## config.mk

```make
export PLATFORM = sky130hd
export DESIGN_NAME = sub_mult_abs
export DESIGN_NICKNAME = d
export VERILOG_FILES = /design/src/sub_mult_abs_pkg.sv /design/src/abs_saturate.sv /design/src/axis_skid_buffer.sv /design/src/stream_join.sv /design/src/sub_mult.sv /design/src/sub_mult_abs.sv
export VERILOG_INCLUDE_DIRS = /design/src
export SDC_FILE = /design/constraint.sdc
export NUM_CORES = 1
export LEC_CHECK = 0
export BUFFER_PORTS_ARGS = -buffer_cell sky130_fd_sc_hd__buf_2
export CAP_MARGIN = 20
export CORE_ASPECT_RATIO = 0.7
export CORE_MARGIN = 2
export CORE_UTILIZATION = 45
export CTS_CLUSTER_SIZE = 25
export DETAILED_ROUTE_END_ITERATION = 10
export PLACE_DENSITY_LB_ADDON = 0.3
export SLEW_MARGIN = 20
export SYNTH_ARGS = -nofsm -noshare
export SYNTH_HDL_FRONTEND = slang
export SYNTH_SLANG_ARGS = --single-unit
```

## constraint.sdc

```tcl
create_clock -name clk -period 13.38 [get_ports clk]
set_input_delay 0.669 -clock clk [delete_from_list [all_inputs] [get_ports clk]]
set_output_delay 0.669 -clock clk [all_outputs]
set_load 0.005 [all_outputs]
```

## src/sub_mult_abs_params.svh

```systemverilog
`ifndef SUB_MULT_ABS_PARAMS_SVH
`define SUB_MULT_ABS_PARAMS_SVH

// Measurement x and reference grid, signed fixed point
`define SMA_DATA_W     16
`define SMA_DATA_FRAC  12

// Scale factor, signed fixed point
`define SMA_SCALE_W    16
`define SMA_SCALE_FRAC 12

// Output magnitude, unsigned fixed point
`define SMA_RSLT_W     16
`define SMA_RSLT_FRAC  12

// The product carries DATA_FRAC + SCALE_FRAC fractional bits and is
// shifted down to RSLT_FRAC before saturation

`endif

```

## src/sub_mult_abs_pkg.sv

```systemverilog
`include "sub_mult_abs_params.svh"

package sub_mult_abs_pkg;

  // Beat of the x or grid input stream
  typedef struct packed {
    logic signed [`SMA_DATA_W-1:0] data;
    logic                          last;
  } sample_t;

  // Beat of the scale input stream
  typedef struct packed {
    logic signed [`SMA_SCALE_W-1:0] data;
    logic                           last;
  } scale_t;

  // Joined operands of one output beat
  typedef struct packed {
    logic signed [`SMA_DATA_W-1:0]  x;
    logic signed [`SMA_DATA_W-1:0]  grid;
    logic signed [`SMA_SCALE_W-1:0] scale;
    logic                           last;
  } operand_t;

  // Rescaled product, one extra bit so the sign survives saturation
  typedef struct packed {
    logic signed [`SMA_RSLT_W:0] data;
    logic                        last;
  } signed_rslt_t;

  // Final unsigned magnitude
  typedef struct packed {
    logic [`SMA_RSLT_W-1:0] data;
    logic                   last;
  } result_t;

endpackage

```

## src/abs_saturate.sv

```systemverilog
`timescale 1ns/100ps

`include "sub_mult_abs_params.svh"

module abs_saturate (
  input  logic                           clk,
  input  logic                           reset,
  input  sub_mult_abs_pkg::signed_rslt_t s_data,
  input  logic                           s_valid,
  output logic                           s_ready,
  output sub_mult_abs_pkg::result_t      m_data,
  output logic                           m_valid,
  input  logic                           m_ready
);

  import sub_mult_abs_pkg::*;

  logic [`SMA_RSLT_W:0]   mag;
  logic [`SMA_RSLT_W-1:0] clamped;
  result_t                out_data;
  logic                   out_valid;
  logic                   out_free;

  // Two's complement negate, most negative input lands on the top bit
  assign mag = s_data.data[`SMA_RSLT_W] ? (~s_data.data + 1'b1) : s_data.data;

  // Anything past the unsigned range becomes full scale
  assign clamped = mag[`SMA_RSLT_W] ? '1 : mag[`SMA_RSLT_W-1:0];

  assign out_free = m_ready | ~out_valid;

  always_ff @(posedge clk) begin
    if (reset) begin
      out_valid <= 1'b0;
    end else if (out_free) begin
      out_valid <= s_valid;
    end
  end

  always_ff @(posedge clk) begin
    if (out_free) begin
      out_data.data <= clamped;
      out_data.last <= s_data.last;
    end
  end

  assign s_ready = out_free;
  assign m_data  = out_data;
  assign m_valid = out_valid;

endmodule

```

## src/axis_skid_buffer.sv

```systemverilog
`timescale 1ns/100ps

module axis_skid_buffer #(
  parameter type payload_t = logic
) (
  input  logic     clk,
  input  logic     reset,
  input  payload_t s_data,
  input  logic     s_valid,
  output logic     s_ready,
  output payload_t m_data,
  output logic     m_valid,
  input  logic     m_ready
);

  payload_t main_data;
  payload_t skid_data;
  logic     main_valid;
  logic     skid_valid;
  logic     ready_q;
  logic     s_fire;
  logic     out_free;
  logic     main_valid_next;
  logic     skid_valid_next;

  assign s_fire   = s_valid & ready_q;
  // Output register can take a new beat this cycle
  assign out_free = m_ready | ~main_valid;

  always_comb begin
    main_valid_next = main_valid;
    skid_valid_next = skid_valid;
    if (out_free) begin
      // Skid entry drains first, input is blocked while it is full
      main_valid_next = skid_valid | s_fire;
      skid_valid_next = 1'b0;
    end else if (s_fire) begin
      // Output stalled, park the beat in the skid entry
      skid_valid_next = 1'b1;
    end
  end

  always_ff @(posedge clk) begin
    if (reset) begin
      main_valid <= 1'b0;
      skid_valid <= 1'b0;
      ready_q    <= 1'b0;
    end else begin
      main_valid <= main_valid_next;
      skid_valid <= skid_valid_next;
      ready_q    <= ~skid_valid_next;
    end
  end

  always_ff @(posedge clk) begin
    if (out_free) begin
      main_data <= skid_valid ? skid_data : s_data;
    end
    if (!out_free && s_fire) begin
      skid_data <= s_data;
    end
  end

  assign s_ready = ready_q;
  assign m_data  = main_data;
  assign m_valid = main_valid;

endmodule

```

## src/stream_join.sv

```systemverilog
`timescale 1ns/100ps

module stream_join (
  input  logic                       clk,
  input  logic                       reset,
  input  sub_mult_abs_pkg::sample_t  x_data,
  input  logic                       x_valid,
  output logic                       x_ready,
  input  sub_mult_abs_pkg::sample_t  grid_data,
  input  logic                       grid_valid,
  output logic                       grid_ready,
  input  sub_mult_abs_pkg::scale_t   scale_data,
  input  logic                       scale_valid,
  output logic                       scale_ready,
  output sub_mult_abs_pkg::operand_t m_data,
  output logic                       m_valid,
  input  logic                       m_ready
);

  import sub_mult_abs_pkg::*;

  logic    x_done;
  logic    grid_done;
  logic    scale_done;
  sample_t x_hold;
  sample_t grid_hold;
  scale_t  scale_hold;
  sample_t x_cur;
  sample_t grid_cur;
  scale_t  scale_cur;
  logic    x_end;
  logic    grid_end;
  logic    scale_end;
  logic    frame_last;
  logic    fire;

  // A finished stream repeats its final sample
  assign x_cur     = x_done ? x_hold : x_data;
  assign grid_cur  = grid_done ? grid_hold : grid_data;
  assign scale_cur = scale_done ? scale_hold : scale_data;

  // Stream is done or presenting its last beat
  assign x_end     = x_done | x_data.last;
  assign grid_end  = grid_done | grid_data.last;
  assign scale_end = scale_done | scale_data.last;

  assign frame_last = x_end & grid_end & scale_end;

  // Only streams still inside the frame must present data
  assign m_valid = (x_done | x_valid) & (grid_done | grid_valid) &
                   (scale_done | scale_valid);
  assign fire    = m_valid & m_ready;

  // Done streams are not popped until the frame closes
  assign x_ready     = fire & ~x_done;
  assign grid_ready  = fire & ~grid_done;
  assign scale_ready = fire & ~scale_done;

  assign m_data.x     = x_cur.data;
  assign m_data.grid  = grid_cur.data;
  assign m_data.scale = scale_cur.data;
  assign m_data.last  = frame_last;

  always_ff @(posedge clk) begin
    if (reset) begin
      x_done     <= 1'b0;
      grid_done  <= 1'b0;
      scale_done <= 1'b0;
    end else if (fire) begin
      if (frame_last) begin
        // Frame closes for all three streams
        x_done     <= 1'b0;
        grid_done  <= 1'b0;
        scale_done <= 1'b0;
      end else begin
        x_done     <= x_done | x_data.last;
        grid_done  <= grid_done | grid_data.last;
        scale_done <= scale_done | scale_data.last;
      end
    end
  end

  // Keep the most recently popped beat of each stream
  always_ff @(posedge clk) begin
    if (x_ready) begin
      x_hold <= x_data;
    end
    if (grid_ready) begin
      grid_hold <= grid_data;
    end
    if (scale_ready) begin
      scale_hold <= scale_data;
    end
  end

endmodule

```

## src/sub_mult.sv

```systemverilog
`timescale 1ns/100ps

`include "sub_mult_abs_params.svh"

module sub_mult (
  input  logic                           clk,
  input  logic                           reset,
  input  sub_mult_abs_pkg::operand_t     s_data,
  input  logic                           s_valid,
  output logic                           s_ready,
  output sub_mult_abs_pkg::signed_rslt_t m_data,
  output logic                           m_valid,
  input  logic                           m_ready
);

  import sub_mult_abs_pkg::*;

  localparam int DIFF_W = `SMA_DATA_W + 1;
  localparam int PROD_W = DIFF_W + `SMA_SCALE_W;
  localparam int OUT_W  = `SMA_RSLT_W + 1;
  localparam int SHIFT  = `SMA_DATA_FRAC + `SMA_SCALE_FRAC - `SMA_RSLT_FRAC;

  logic signed [DIFF_W-1:0]       diff;
  logic signed [DIFF_W-1:0]       s1_diff;
  logic signed [`SMA_SCALE_W-1:0] s1_scale;
  logic                           s1_last;
  logic                           s1_valid;
  logic                           s1_free;
  logic signed [PROD_W-1:0]       product;
  logic signed [PROD_W-1:0]       shifted;
  logic [PROD_W-OUT_W:0]          guard_bits;
  logic signed [OUT_W-1:0]        sat;
  signed_rslt_t                   s2_data;
  logic                           s2_valid;
  logic                           s2_free;

  // Extra bit keeps the difference exact
  assign diff = s_data.x - s_data.grid;

  assign product = s1_diff * s1_scale;
  // Arithmetic shift truncates toward minus infinity
  assign shifted = product >>> SHIFT;

  // Bits above the result sign must all match it, else overflow
  assign guard_bits = shifted[PROD_W-1:OUT_W-1];

  always_comb begin
    if (guard_bits == '0 || guard_bits == '1) begin
      sat = shifted[OUT_W-1:0];
    end else if (shifted[PROD_W-1]) begin
      sat = {1'b1, {(OUT_W-1){1'b0}}};
    end else begin
      sat = {1'b0, {(OUT_W-1){1'b1}}};
    end
  end

  assign s2_free = m_ready | ~s2_valid;
  assign s1_free = s2_free | ~s1_valid;

  always_ff @(posedge clk) begin
    if (reset) begin
      s1_valid <= 1'b0;
      s2_valid <= 1'b0;
    end else begin
      if (s1_free) begin
        s1_valid <= s_valid;
      end
      if (s2_free) begin
        s2_valid <= s1_valid;
      end
    end
  end

  always_ff @(posedge clk) begin
    if (s1_free) begin
      s1_diff  <= diff;
      s1_scale <= s_data.scale;
      s1_last  <= s_data.last;
    end
    if (s2_free) begin
      s2_data.data <= sat;
      s2_data.last <= s1_last;
    end
  end

  assign s_ready = s1_free;
  assign m_data  = s2_data;
  assign m_valid = s2_valid;

endmodule

```

## src/sub_mult_abs.sv

```systemverilog
`timescale 1ns/100ps

module sub_mult_abs (
  input  logic                      clk,
  input  logic                      reset,
  input  sub_mult_abs_pkg::sample_t s_x_data,
  input  logic                      s_x_valid,
  output logic                      s_x_ready,
  input  sub_mult_abs_pkg::sample_t s_grid_data,
  input  logic                      s_grid_valid,
  output logic                      s_grid_ready,
  input  sub_mult_abs_pkg::scale_t  s_scale_data,
  input  logic                      s_scale_valid,
  output logic                      s_scale_ready,
  output sub_mult_abs_pkg::result_t m_rslt_data,
  output logic                      m_rslt_valid,
  input  logic                      m_rslt_ready
);

  import sub_mult_abs_pkg::*;

  sample_t      x_data;
  logic         x_valid;
  logic         x_ready;
  sample_t      grid_data;
  logic         grid_valid;
  logic         grid_ready;
  scale_t       scale_data;
  logic         scale_valid;
  logic         scale_ready;
  operand_t     op_data;
  logic         op_valid;
  logic         op_ready;
  signed_rslt_t prod_data;
  logic         prod_valid;
  logic         prod_ready;
  result_t      mag_data;
  logic         mag_valid;
  logic         mag_ready;

  // Input register slices
  axis_skid_buffer #(.payload_t(sample_t)) x_buf_inst (
    .clk(clk), .reset(reset),
    .s_data(s_x_data), .s_valid(s_x_valid), .s_ready(s_x_ready),
    .m_data(x_data), .m_valid(x_valid), .m_ready(x_ready)
  );

  axis_skid_buffer #(.payload_t(sample_t)) grid_buf_inst (
    .clk(clk), .reset(reset),
    .s_data(s_grid_data), .s_valid(s_grid_valid), .s_ready(s_grid_ready),
    .m_data(grid_data), .m_valid(grid_valid), .m_ready(grid_ready)
  );

  axis_skid_buffer #(.payload_t(scale_t)) scale_buf_inst (
    .clk(clk), .reset(reset),
    .s_data(s_scale_data), .s_valid(s_scale_valid), .s_ready(s_scale_ready),
    .m_data(scale_data), .m_valid(scale_valid), .m_ready(scale_ready)
  );

  stream_join stream_join_inst (
    .clk(clk), .reset(reset),
    .x_data(x_data), .x_valid(x_valid), .x_ready(x_ready),
    .grid_data(grid_data), .grid_valid(grid_valid), .grid_ready(grid_ready),
    .scale_data(scale_data), .scale_valid(scale_valid), .scale_ready(scale_ready),
    .m_data(op_data), .m_valid(op_valid), .m_ready(op_ready)
  );

  sub_mult sub_mult_inst (
    .clk(clk), .reset(reset),
    .s_data(op_data), .s_valid(op_valid), .s_ready(op_ready),
    .m_data(prod_data), .m_valid(prod_valid), .m_ready(prod_ready)
  );

  abs_saturate abs_saturate_inst (
    .clk(clk), .reset(reset),
    .s_data(prod_data), .s_valid(prod_valid), .s_ready(prod_ready),
    .m_data(mag_data), .m_valid(mag_valid), .m_ready(mag_ready)
  );

  // Output slice decouples m_rslt_ready from the pipeline
  axis_skid_buffer #(.payload_t(result_t)) rslt_buf_inst (
    .clk(clk), .reset(reset),
    .s_data(mag_data), .s_valid(mag_valid), .s_ready(mag_ready),
    .m_data(m_rslt_data), .m_valid(m_rslt_valid), .m_ready(m_rslt_ready)
  );

endmodule

```

==> reports/qor.yml, run 1 <==
cts:
  cts_max_path_buffers: 3
  cts_setup_buffers: 0
  clkLatencyLatePin_ns: 0.58
  cts_resized: 0
  cts_hold_repair.buffers: 0
  clk_pin_slew_ns: 0.07
  numCtsBuffers: 29
  root_buffer: "clkbuf_16"
  htree_levels: 1
  clock-sinks: 271
  cts_tree: "done"
sta:
  final_max_slew_viol_count: 0
  period_minus_slack_ns: 7.17
  finalSetupTns_ns: 0
  fin_skew_ns: 0.0196
  setup_violations: 0
  max_slew_margin: 0.327
  rsz0062_at_grt: "no"
  period_share: 0.536
  fmax_mhz: 140
  hold_viol_final: 0
  tightest_slew_ns: 1.01
critical_path:
  slowest_delay_ns: 0.71
  required_ns: 13.81
  worstPathArrival_ns: 7.60
  worst_r2r_endpoint: "sub_mult_inst.m_data[4]"
  worstPathCellList: "nand2_1 -> inv_1 -> fa_1 -> inv_1 -> fa_1 -> inv_1 -> fa_1 -> fa_1 -> fa_1 -> inv_1 -> fa_1 -> inv_1 -> ha_1 -> nand3_1 -> nor2_1 -> nand3_1 -> o31ai_2 -> o31ai_1 -> xnor2_1 -> o21a_1 -> a21o_1"
  critPathBufInv: 5
  cp_common_cell: "fa_1"
  timing.rr.start: "sub_mult_inst.s1_scale[1]"
  critPathMaxFanout: 17
  critPathCaptureType: "flop"
  crit_family: "adder cells"
  crit_type: "reg2reg"
  reg2reg_depth: 21
  start_kind: "flop"
  r2r_setup_slack_ns: 6.21
  slowest_stage: "fa_1"
detailed_routing:
  wire_per_inst_microns: 17.7
  dr.pass1.iters: 5
  via_count: 12374
  ant_nets: 0
  drt-initial-drc-count: 924
  routed_via_density: 5.04
  routed_wl_microns: 43600
  drc: 0
logic_synthesis:
  synth_edf_count: 253
  synth_flop_cell: "edfxtp_1"
  synth_top_family_by_area: "adder cells"
  synth_nets: 2194
  synth-simple-area-share: 0.101
  syn-instance-count: 1763
  synth-xor-area-share: 0.0218
  muxShareOfSynthArea: 0.0619
  async_reset_ff_frac: 0
  synth_area_sq_um: 20900
  synth_commonest_cells: "inv_1 (319), fa_1 (276), edfxtp_1 (253), nand2_1 (181), and2_1 (121)"
  synth_compound_area_frac: 0.0445
  ys_seq_elements: 271
  yosysUniqueCellTypes: 60
  yosys.area.top_type: "edfxtp_1"
  syn_area_per_cell_sq_um: 11.9
  ys_warn_count: 0
  ys_top_cells_by_area: "edfxtp_1 (36%), fa_1 (26%), ha_1 (5.9%)"
  yosysTopAreaCellShare: 0.363
  yosysMostFrequentCell: "inv_1"
  seq_area_frac_synth: 0.380
  synth_fa_ha_area_frac: 0.323
floorplan:
  fp-row-count: 66
  dieArea_sq_um: 48300
  coreArea_sq_um: 46200
  die_height_microns: 184
  die_w_microns: 262
  ioPinCount: 78
  start_util: 0.453
cells_and_area:
  fin_cells: 2457
  drive_gt1_frac: 0.137
  fin_nets: 2253
  n_antenna_cell: 0
  final_cell_area_sq_um: 23000
  area_growth_pct: 10.1
placement:
  dp_hpwl_microns: 33900
  placed_cells: 2402
  gp_congestion: 0.865
  dpl_cell_area_sq_um: 21900
  port_buffers: 77
outcome:
  status: "finished, final reports clean"
worst_hold_path:
  hold_path_depth: 1
  hold_path_class: "in2reg"
  min_to: "x_buf_inst.skid_data[15]"
  timing.hold.worst.start: "s_x_data[15]"
job:
  max-cap-violations: 0
global_route:
  grt_pass1_wl_microns: 71500
  grt_pass1_vias: 13316
  grt_usage: 0.190
  grt_max_degree: 38
  grt_overflow: 0
  grt_antenna_before_repair: 0
-- placed cells by master (no fill, tap or decap), types with 3 or more instances in the layout --
master	Yosys	routed
or3_1	7	7
dfxtp_1	18	18
clkinv_2	0	3
nand2_1	181	181
xnor2_1	34	34
a211oi_1	5	5
clkbuf_16	0	29
clkbuf_1	55	6
xor2_1	18	18
edfxtp_1	253	253
nor2b_1	9	9
a21oi_1	39	39
nand2b_1	10	10
buf_4	0	11
bufinv_16	0	7
ha_1	98	98
clkinvlp_4	0	3
and2_1	121	121
mux2_2	99	99
o211ai_1	6	6
nand3_1	13	12
inv_1	319	319
clkbuf_8	0	3
nor2_1	57	57
buf_2	1	77
o21ai_1	5	3
mux2i_1	18	18
a21o_1	24	24
a31oi_1	3	3
o31ai_1	7	7
fa_1	276	276
o21ai_0	18	18
nor3_1	19	19
nand4_1	4	4
and3_1	6	6
-- how the worst max path moves through the flow --
stage	start	endpoint	slack, ns	depth (start not counted)
2_1_floorplan	sub_mult_inst.s1_scale[1]	sub_mult_inst.m_data[10]	6.90	24
3_3_place_gp	sub_mult_inst.s1_scale[1]	sub_mult_inst.m_data[2]	6.39	21
3_5_place_dp	sub_mult_inst.s1_scale[1]	sub_mult_inst.m_data[15]	6.15	21
4_1_cts	sub_mult_inst.s1_scale[1]	sub_mult_inst.m_data[15]	6.11	21
5_1_grt	sub_mult_inst.s1_scale[1]	sub_mult_inst.m_data[1]	5.71	21
6_report	sub_mult_inst.s1_scale[1]	sub_mult_inst.m_data[4]	6.21	21
-- cell families after synthesis --
family,count (synthesis)
AND/OR/NAND/NOR,436
buffers and inverters,380
adder cells (fa/ha/maj),374
flip-flops,271
AO/OA/AOI/OAI,133
multiplexers,117
XOR/XNOR,52
-- per-stage QoR --
stage | hold slack (ns) | utilization | setup slack, ns
2_1_floorplan | 0.400 | - | 6.90
3_3_place_gp | 0.406 | 0.475 | 6.39
3_5_place_dp | 0.406 | 0.475 | 6.15
4_1_cts | 0.252 | 0.498 | 6.11
5_1_grt | 0.267 | 0.499 | 5.71
6_report | 0.287 | 0.499 | 6.21
-- per-layer routing --
metal	wire [microns]	share of wire	track usage
met3	3630	0.083	0.0567
met4	600	0.014	0.0364
met2	19000	0.44	0.290
met5	0	0	0
met1	20400	0.47	0.271
-- flip-flops by register name, indices dropped and copies added (netlist names), 16 cells and up --
register,cells
scale_buf_inst.skid_data,17
stream_join_inst.scale_hold,16
sub_mult_inst.s1_scale,16
sub_mult_inst.s1_diff,17
stream_join_inst.x_hold,16
x_buf_inst.skid_data,17
sub_mult_inst.m_data,18
grid_buf_inst.m_data,17
grid_buf_inst.skid_data,17
abs_saturate_inst.m_data,17
scale_buf_inst.m_data,17
rslt_buf_inst.skid_data,17
x_buf_inst.m_data,17
rslt_buf_inst.m_data,17
stream_join_inst.grid_hold,16
-- layout make-up --
cell class / instances / area (sq um)
inverter: 319 / 1200
clock buffer: 38 / 790
fill: 3996 / 23100
multi-input combinational: 1112 / 11600
tap: 612 / 766
sequential: 271 / 7960
timing repair buffer: 89 / 488
clock inverter: 16 / 280
Power of run 1 is left out: the tool's default activity adds up to more than one toggle a clock period on the data nets, which glitch-free logic cannot reach.
==> run 2, diff against run 1 <==
==> constraint.sdc (replaced) <==
create_clock -name clk -period 5.9 [get_ports clk]
set_input_delay 0.295 -clock clk [delete_from_list [all_inputs] [get_ports clk]]
set_output_delay 0.295 -clock clk [all_outputs]
set_load 0.005 [all_outputs]
==> run 2 against run 1 <==
Compared with the run above: final cell count is 8.4% higher; sequential share of layout area shrank 2.8 points; clock skew up 0.0077 ns; global-route usage increased by 0.53 points; first-iteration DRC count decreased by 12%; the flow now finishes with violations (setup timing); largest cell class unchanged; highest routed layer unchanged; critical endpoint is now sub_mult_inst.m_data[11]; non-clock buffer count up 211; critical path type unchanged; via count up 6.9%; setup slack got worse by 6.4 ns.
==> reports/qor.yml, run 2 (synthesis gave the netlist of run 1 again) <==
critical_path:
  critPathCaptureType: "flop"
  crit_type: "reg2reg"
  critPathMaxFanout: 8
  start_kind: "flop"
  required_ns: 6.22
  worstPathArrival_ns: 6.42
detailed_routing:
  routed_via_density: 4.97
  drc: 0
  drt-initial-drc-count: 815
  dr.pass1.iters: 6
  routed_wl_microns: 45000
  wire_per_inst_microns: 16.9
  via_count: 13229
  ant_nets: 0
job:
  max-cap-violations: 0
sta:
  max_slew_margin: 0.324
  worst_slack_ns: -0.192
  fmax_mhz: 164
  setup_violations: 16
  period_minus_slack_ns: 6.09
  rsz0062_at_grt: "yes"
  hold_viol_final: 0
  final_max_slew_viol_count: 0
  tightest_slew_ns: 1.01
  period_share: 1.03
  fin_skew_ns: 0.0274
cts:
  numCtsBuffers: 27
  root_buffer: "clkbuf_16"
  clock-sinks: 271
  cts_tree: "done"
  htree_levels: 1
  clk_pin_slew_ns: 0.07
  clkLatencyLatePin_ns: 0.57
  cts_max_path_buffers: 3
global_route:
  grt_antenna_before_repair: 0
  grt_pass1_vias: 14095
  grt_overflow: 0
  grt_usage: 0.195
  grt_max_degree: 38
  grt_pass1_wl_microns: 74200
floorplan:
  ioPinCount: 78
  die_height_microns: 184
  start_util: 0.453
  coreArea_sq_um: 46200
  fp-row-count: 66
  die_w_microns: 262
  dieArea_sq_um: 48300
cells_and_area:
  final_cell_mix: "inv_1 (306), fa_1 (267), edfxtp_1 (253), nand2_1 (173), buf_4 (156)"
  fin_util: 0.543
  area_growth_pct: 19.7
  fin_nets: 2463
  largest_reg_flops: 18
  final_common_cell: "inv_1"
  drive_gt1_frac: 0.233
  n_antenna_cell: 0
placement:
  port_buffers: 77
  post-place-ws_ns: -0.505
  gp_congestion: 0.879
  dp_hpwl_microns: 35500
worst_hold_path:
  hold_path_class: "in2reg"
outcome:
  violations: "setup timing"
  status: "complete, but fails checks"
[run 2: cell types whose count changed in the layout (fill, tap and decap cells not counted), sizes merged]
cell         before  now
a31o              2    3
buf              89  249
clkbuf           38   32
dlygate4sd3       0   51
inv             320  321
bufinv            7    3
clkinv            5   12
clkinvlp          3    0
[run 2: metal layers]
| layer | vias to the layer above | GRT usage | part of all wire |
|---|---|---|---|
| li1 | 6223 | - | - |
| met1 | 6657 | 0.288 | 0.48 |
| met4 | 0 | 0.0414 | 0.020 |
| met3 | 50 | 0.0374 | 0.062 |
| met2 | 299 | 0.300 | 0.43 |
| met5 | - | 0 | 0 |
[run 2: worst paths after layout]
kind | startpoint | end | slack (ns) | depth (start not counted)
hold / removal | s_grid_valid | grid_buf_inst.skid_valid | 0.08 | 3
setup reg to reg | sub_mult_inst.s1_diff[16] | sub_mult_inst.m_data[11] | -0.19 | 22
hold reg to reg | sub_mult_inst.m_data[0] | abs_saturate_inst.m_data[0] | 0.43 | 0
setup / recovery | sub_mult_inst.s1_diff[16] | sub_mult_inst.m_data[11] | -0.19 | 22
[run 2: final cells by class]
| type | instances | area [sq um] |
|---|---|---|
| clock buffer | 32 | 694 |
| inverter | 319 | 1200 |
| fill | 3789 | 21100 |
| sequential | 271 | 7960 |
| clock inverter | 17 | 185 |
| multi-input combinational | 1113 | 12000 |
| tap | 612 | 766 |
| timing repair buffer | 300 | 2290 |
[run 2: repair_timing]
action                                 in CTS  in global routing
gates cloned                                1                  0
setup endpoints to repair                  17                 17
pin swaps                                  35                 16
hold buffers                               51                  0
endpoints found under the hold margin      51                  0
gates resized for setup                    59                 14
setup buffers                              19                  1
[run 2: per-stage QoR]
stage               hold WS, ns  instance area, sq um  cells  TNS [ns]
finish                   0.0793                 25100   2664     -2.57
global placement          0.406                 23200   2545     -6.15
detailed placement        0.411                 23200   2545     -8.06
floorplan                 0.394                 21100   1763    -0.553
global route              0.104                 25100   2664     -6.43
CTS                      0.0498                 25000   2663     -2.98
[run 2: worst max-delay path, stage by stage (launching register included)]
cell,delay (ns)
edfxtp_1,0.41
buf_12,0.16
and2_4,0.14
fa_2,0.58
inv_2,0.05
fa_1,0.59
inv_4,0.08
buf_6,0.13
fa_1,0.47
inv_1,0.05
fa_1,0.52
inv_1,0.06
fa_2,0.54
fa_1,0.42
ha_1,0.21
and2_4,0.17
o21ai_2,0.12
and2_4,0.17
nand2_2,0.06
o31ai_4,0.27
xnor2_2,0.15
a31o_4,0.28
a21o_1,0.19
Power of run 2 is left out for the same reason.
==> run 3, diff against run 2 <==
--- a/config.mk
+++ b/config.mk
@@ -13,7 +13,7 @@
 export CORE_UTILIZATION = 45
 export CTS_CLUSTER_SIZE = 25
 export DETAILED_ROUTE_END_ITERATION = 10
-export PLACE_DENSITY_LB_ADDON = 0.3
+export PLACE_DENSITY = 0.65
 export SLEW_MARGIN = 20
 export SYNTH_ARGS = -nofsm -noshare
 export SYNTH_HDL_FRONTEND = slang
==> run 3 against run 2 <==
Compared with the run above: the run still ends with setup timing left; wire length about the same; setup slack worse by 0.098 ns; worst hold slack worse by 0.00088 ns; critical path type unchanged.
==> reports/qor.yml, run 3 (synthesis gave the netlist of run 1 again) <==
critical_path:
  slowest_delay_ns: 0.62
  worstPathArrival_ns: 6.51
  critPathCaptureType: "flop"
  crit_type: "reg2reg"
  worstPathCellList: "buf_6 -> buf_4 -> nand2_2 -> fa_1 -> inv_1 -> fa_1 -> fa_1 -> fa_1 -> fa_1 -> inv_1 -> fa_1 -> inv_2 -> ha_4 -> nand4_1 -> nor2_4 -> nand3_2 -> o31ai_4 -> o31ai_4 -> xnor2_4 -> a31o_4 -> a21o_1"
  start_kind: "flop"
  cp_common_cell: "fa_1"
  slowest_stage: "fa_1"
  reg2reg_depth: 21
  critPathMaxFanout: 8
  required_ns: 6.22
sta:
  fin_skew_ns: 0.0143
  finalSetupTns_ns: -4.50
  period_share: 1.05
  rsz0062_at_grt: "yes"
  tightest_slew_ns: 0.985
  hold_viol_final: 0
  max_slew_margin: 0.344
  fmax_mhz: 162
  worst_slack_ns: -0.290
  setup_violations: 17
  final_max_slew_viol_count: 0
  period_minus_slack_ns: 6.19
cells_and_area:
  nFillCells: 3816
  area_growth_pct: 20.0
  fin_nets: 2474
  final_common_cell: "inv_1"
  final_cell_mix: "inv_1 (306), fa_1 (262), edfxtp_1 (253), nand2_1 (175), buf_4 (165)"
  n_antenna_cell: 0
  drive_gt1_frac: 0.237
  largest_reg_flops: 18
cts:
  htree_levels: 1
  cts_max_path_buffers: 3
  clk_pin_slew_ns: 0.07
  root_buffer: "clkbuf_16"
  clock-sinks: 271
  numCtsBuffers: 27
  clkLatencyLatePin_ns: 0.57
  cts_tree: "done"
outcome:
  violations: "setup timing"
  status: "complete, but fails checks"
job:
  max-cap-violations: 0
global_route:
  grt_max_degree: 38
  grt_usage: 0.194
  grt_pass1_vias: 14013
  grt_overflow: 0
  grt_antenna_before_repair: 1
  grt_pass1_wl_microns: 73800
detailed_routing:
  ant_nets: 0
  via_count: 13282
  routed_via_density: 4.96
  drc: 0
  drt-initial-drc-count: 833
  routed_wl_microns: 45000
  wire_per_inst_microns: 16.8
  dr.pass1.iters: 5
worst_hold_path:
  hold_path_depth: 3
  hold_path_class: "in2reg"
placement:
  port_buffers: 77
  gp_congestion: 0.880
  dp_hpwl_microns: 35200
floorplan:
  die_w_microns: 262
  coreArea_sq_um: 46200
  die_height_microns: 184
  fp-row-count: 66
  dieArea_sq_um: 48300
  ioPinCount: 78
  start_util: 0.453
run 3: worst paths after layout:
kind,startpoint,to,slack [ns]
worst max-delay path,sub_mult_inst.s1_scale[8],sub_mult_inst.m_data[15],-0.29
worst min-delay path,s_x_valid,x_buf_inst.skid_valid,0.08
worst max register to register,sub_mult_inst.s1_scale[8],sub_mult_inst.m_data[15],-0.29
worst min register to register,sub_mult_inst.m_data[0],abs_saturate_inst.m_data[0],0.43
run 3: what timing repair did:
| item | 4_1_cts | 5_1_grt |
|---|---|---|
| setup endpoints to repair | 17 | 17 |
| setup buffers | 21 | 8 |
| gates resized for setup | 44 | 30 |
| endpoints found under the hold margin | 51 | 0 |
| pin swaps | 16 | 10 |
| hold buffers | 51 | 0 |
| gates cloned | 3 | 1 |
run 3: final cells by class:
class / instances / area (sq um) / share of cell area
flip-flops and latches: 271 / 7960 / 0.317
well taps: 612 / 766 / 0.0305
clock buffers: 35 / 716 / 0.0285
clock inverters: 15 / 133 / 0.00528
repair buffers: 310 / 2360 / 0.0942
inverters: 319 / 1200 / 0.0478
multi-input cells: 1114 / 12000 / 0.477
run 3: routing by layer:
metal / global-route usage / wire, microns / vias to the layer above
li1: - / - / 6249
met1: 0.285 / 21800 / 6645
met2: 0.301 / 19700 / 336
met3: 0.0378 / 2730 / 52
met4: 0.0407 / 826 / 0
met5: 0 / 0 / -
run 3: worst max-delay path, delay by kind of cell (launching register included):
| family | cells | cell delay (ns) |
|---|---|---|
| AO/OA/AOI/OAI | 4 | 1.00 |
| adder cells (fa/ha/maj) | 7 | 3.32 |
| XOR/XNOR | 1 | 0.18 |
| flip-flops | 1 | 0.50 |
| buffers and inverters | 5 | 0.44 |
| AND/OR/NAND/NOR | 4 | 0.50 |
run 3: through the flow:
stage | cells | hold slack [ns] | setup slack [ns] | instance area, sq um | utilization
floorplan | 1763 | 0.394 | -0.0553 | 21100 | -
global placement | 2543 | 0.407 | -0.401 | 23200 | 0.502
detailed placement | 2543 | 0.415 | -0.536 | 23200 | 0.502
CTS | 2667 | 0.0541 | -0.237 | 24900 | 0.539
global route | 2676 | 0.0839 | -0.449 | 25100 | 0.544
finish | 2676 | 0.0784 | -0.290 | 25100 | 0.544
Power of run 3 is left out for the same reason.
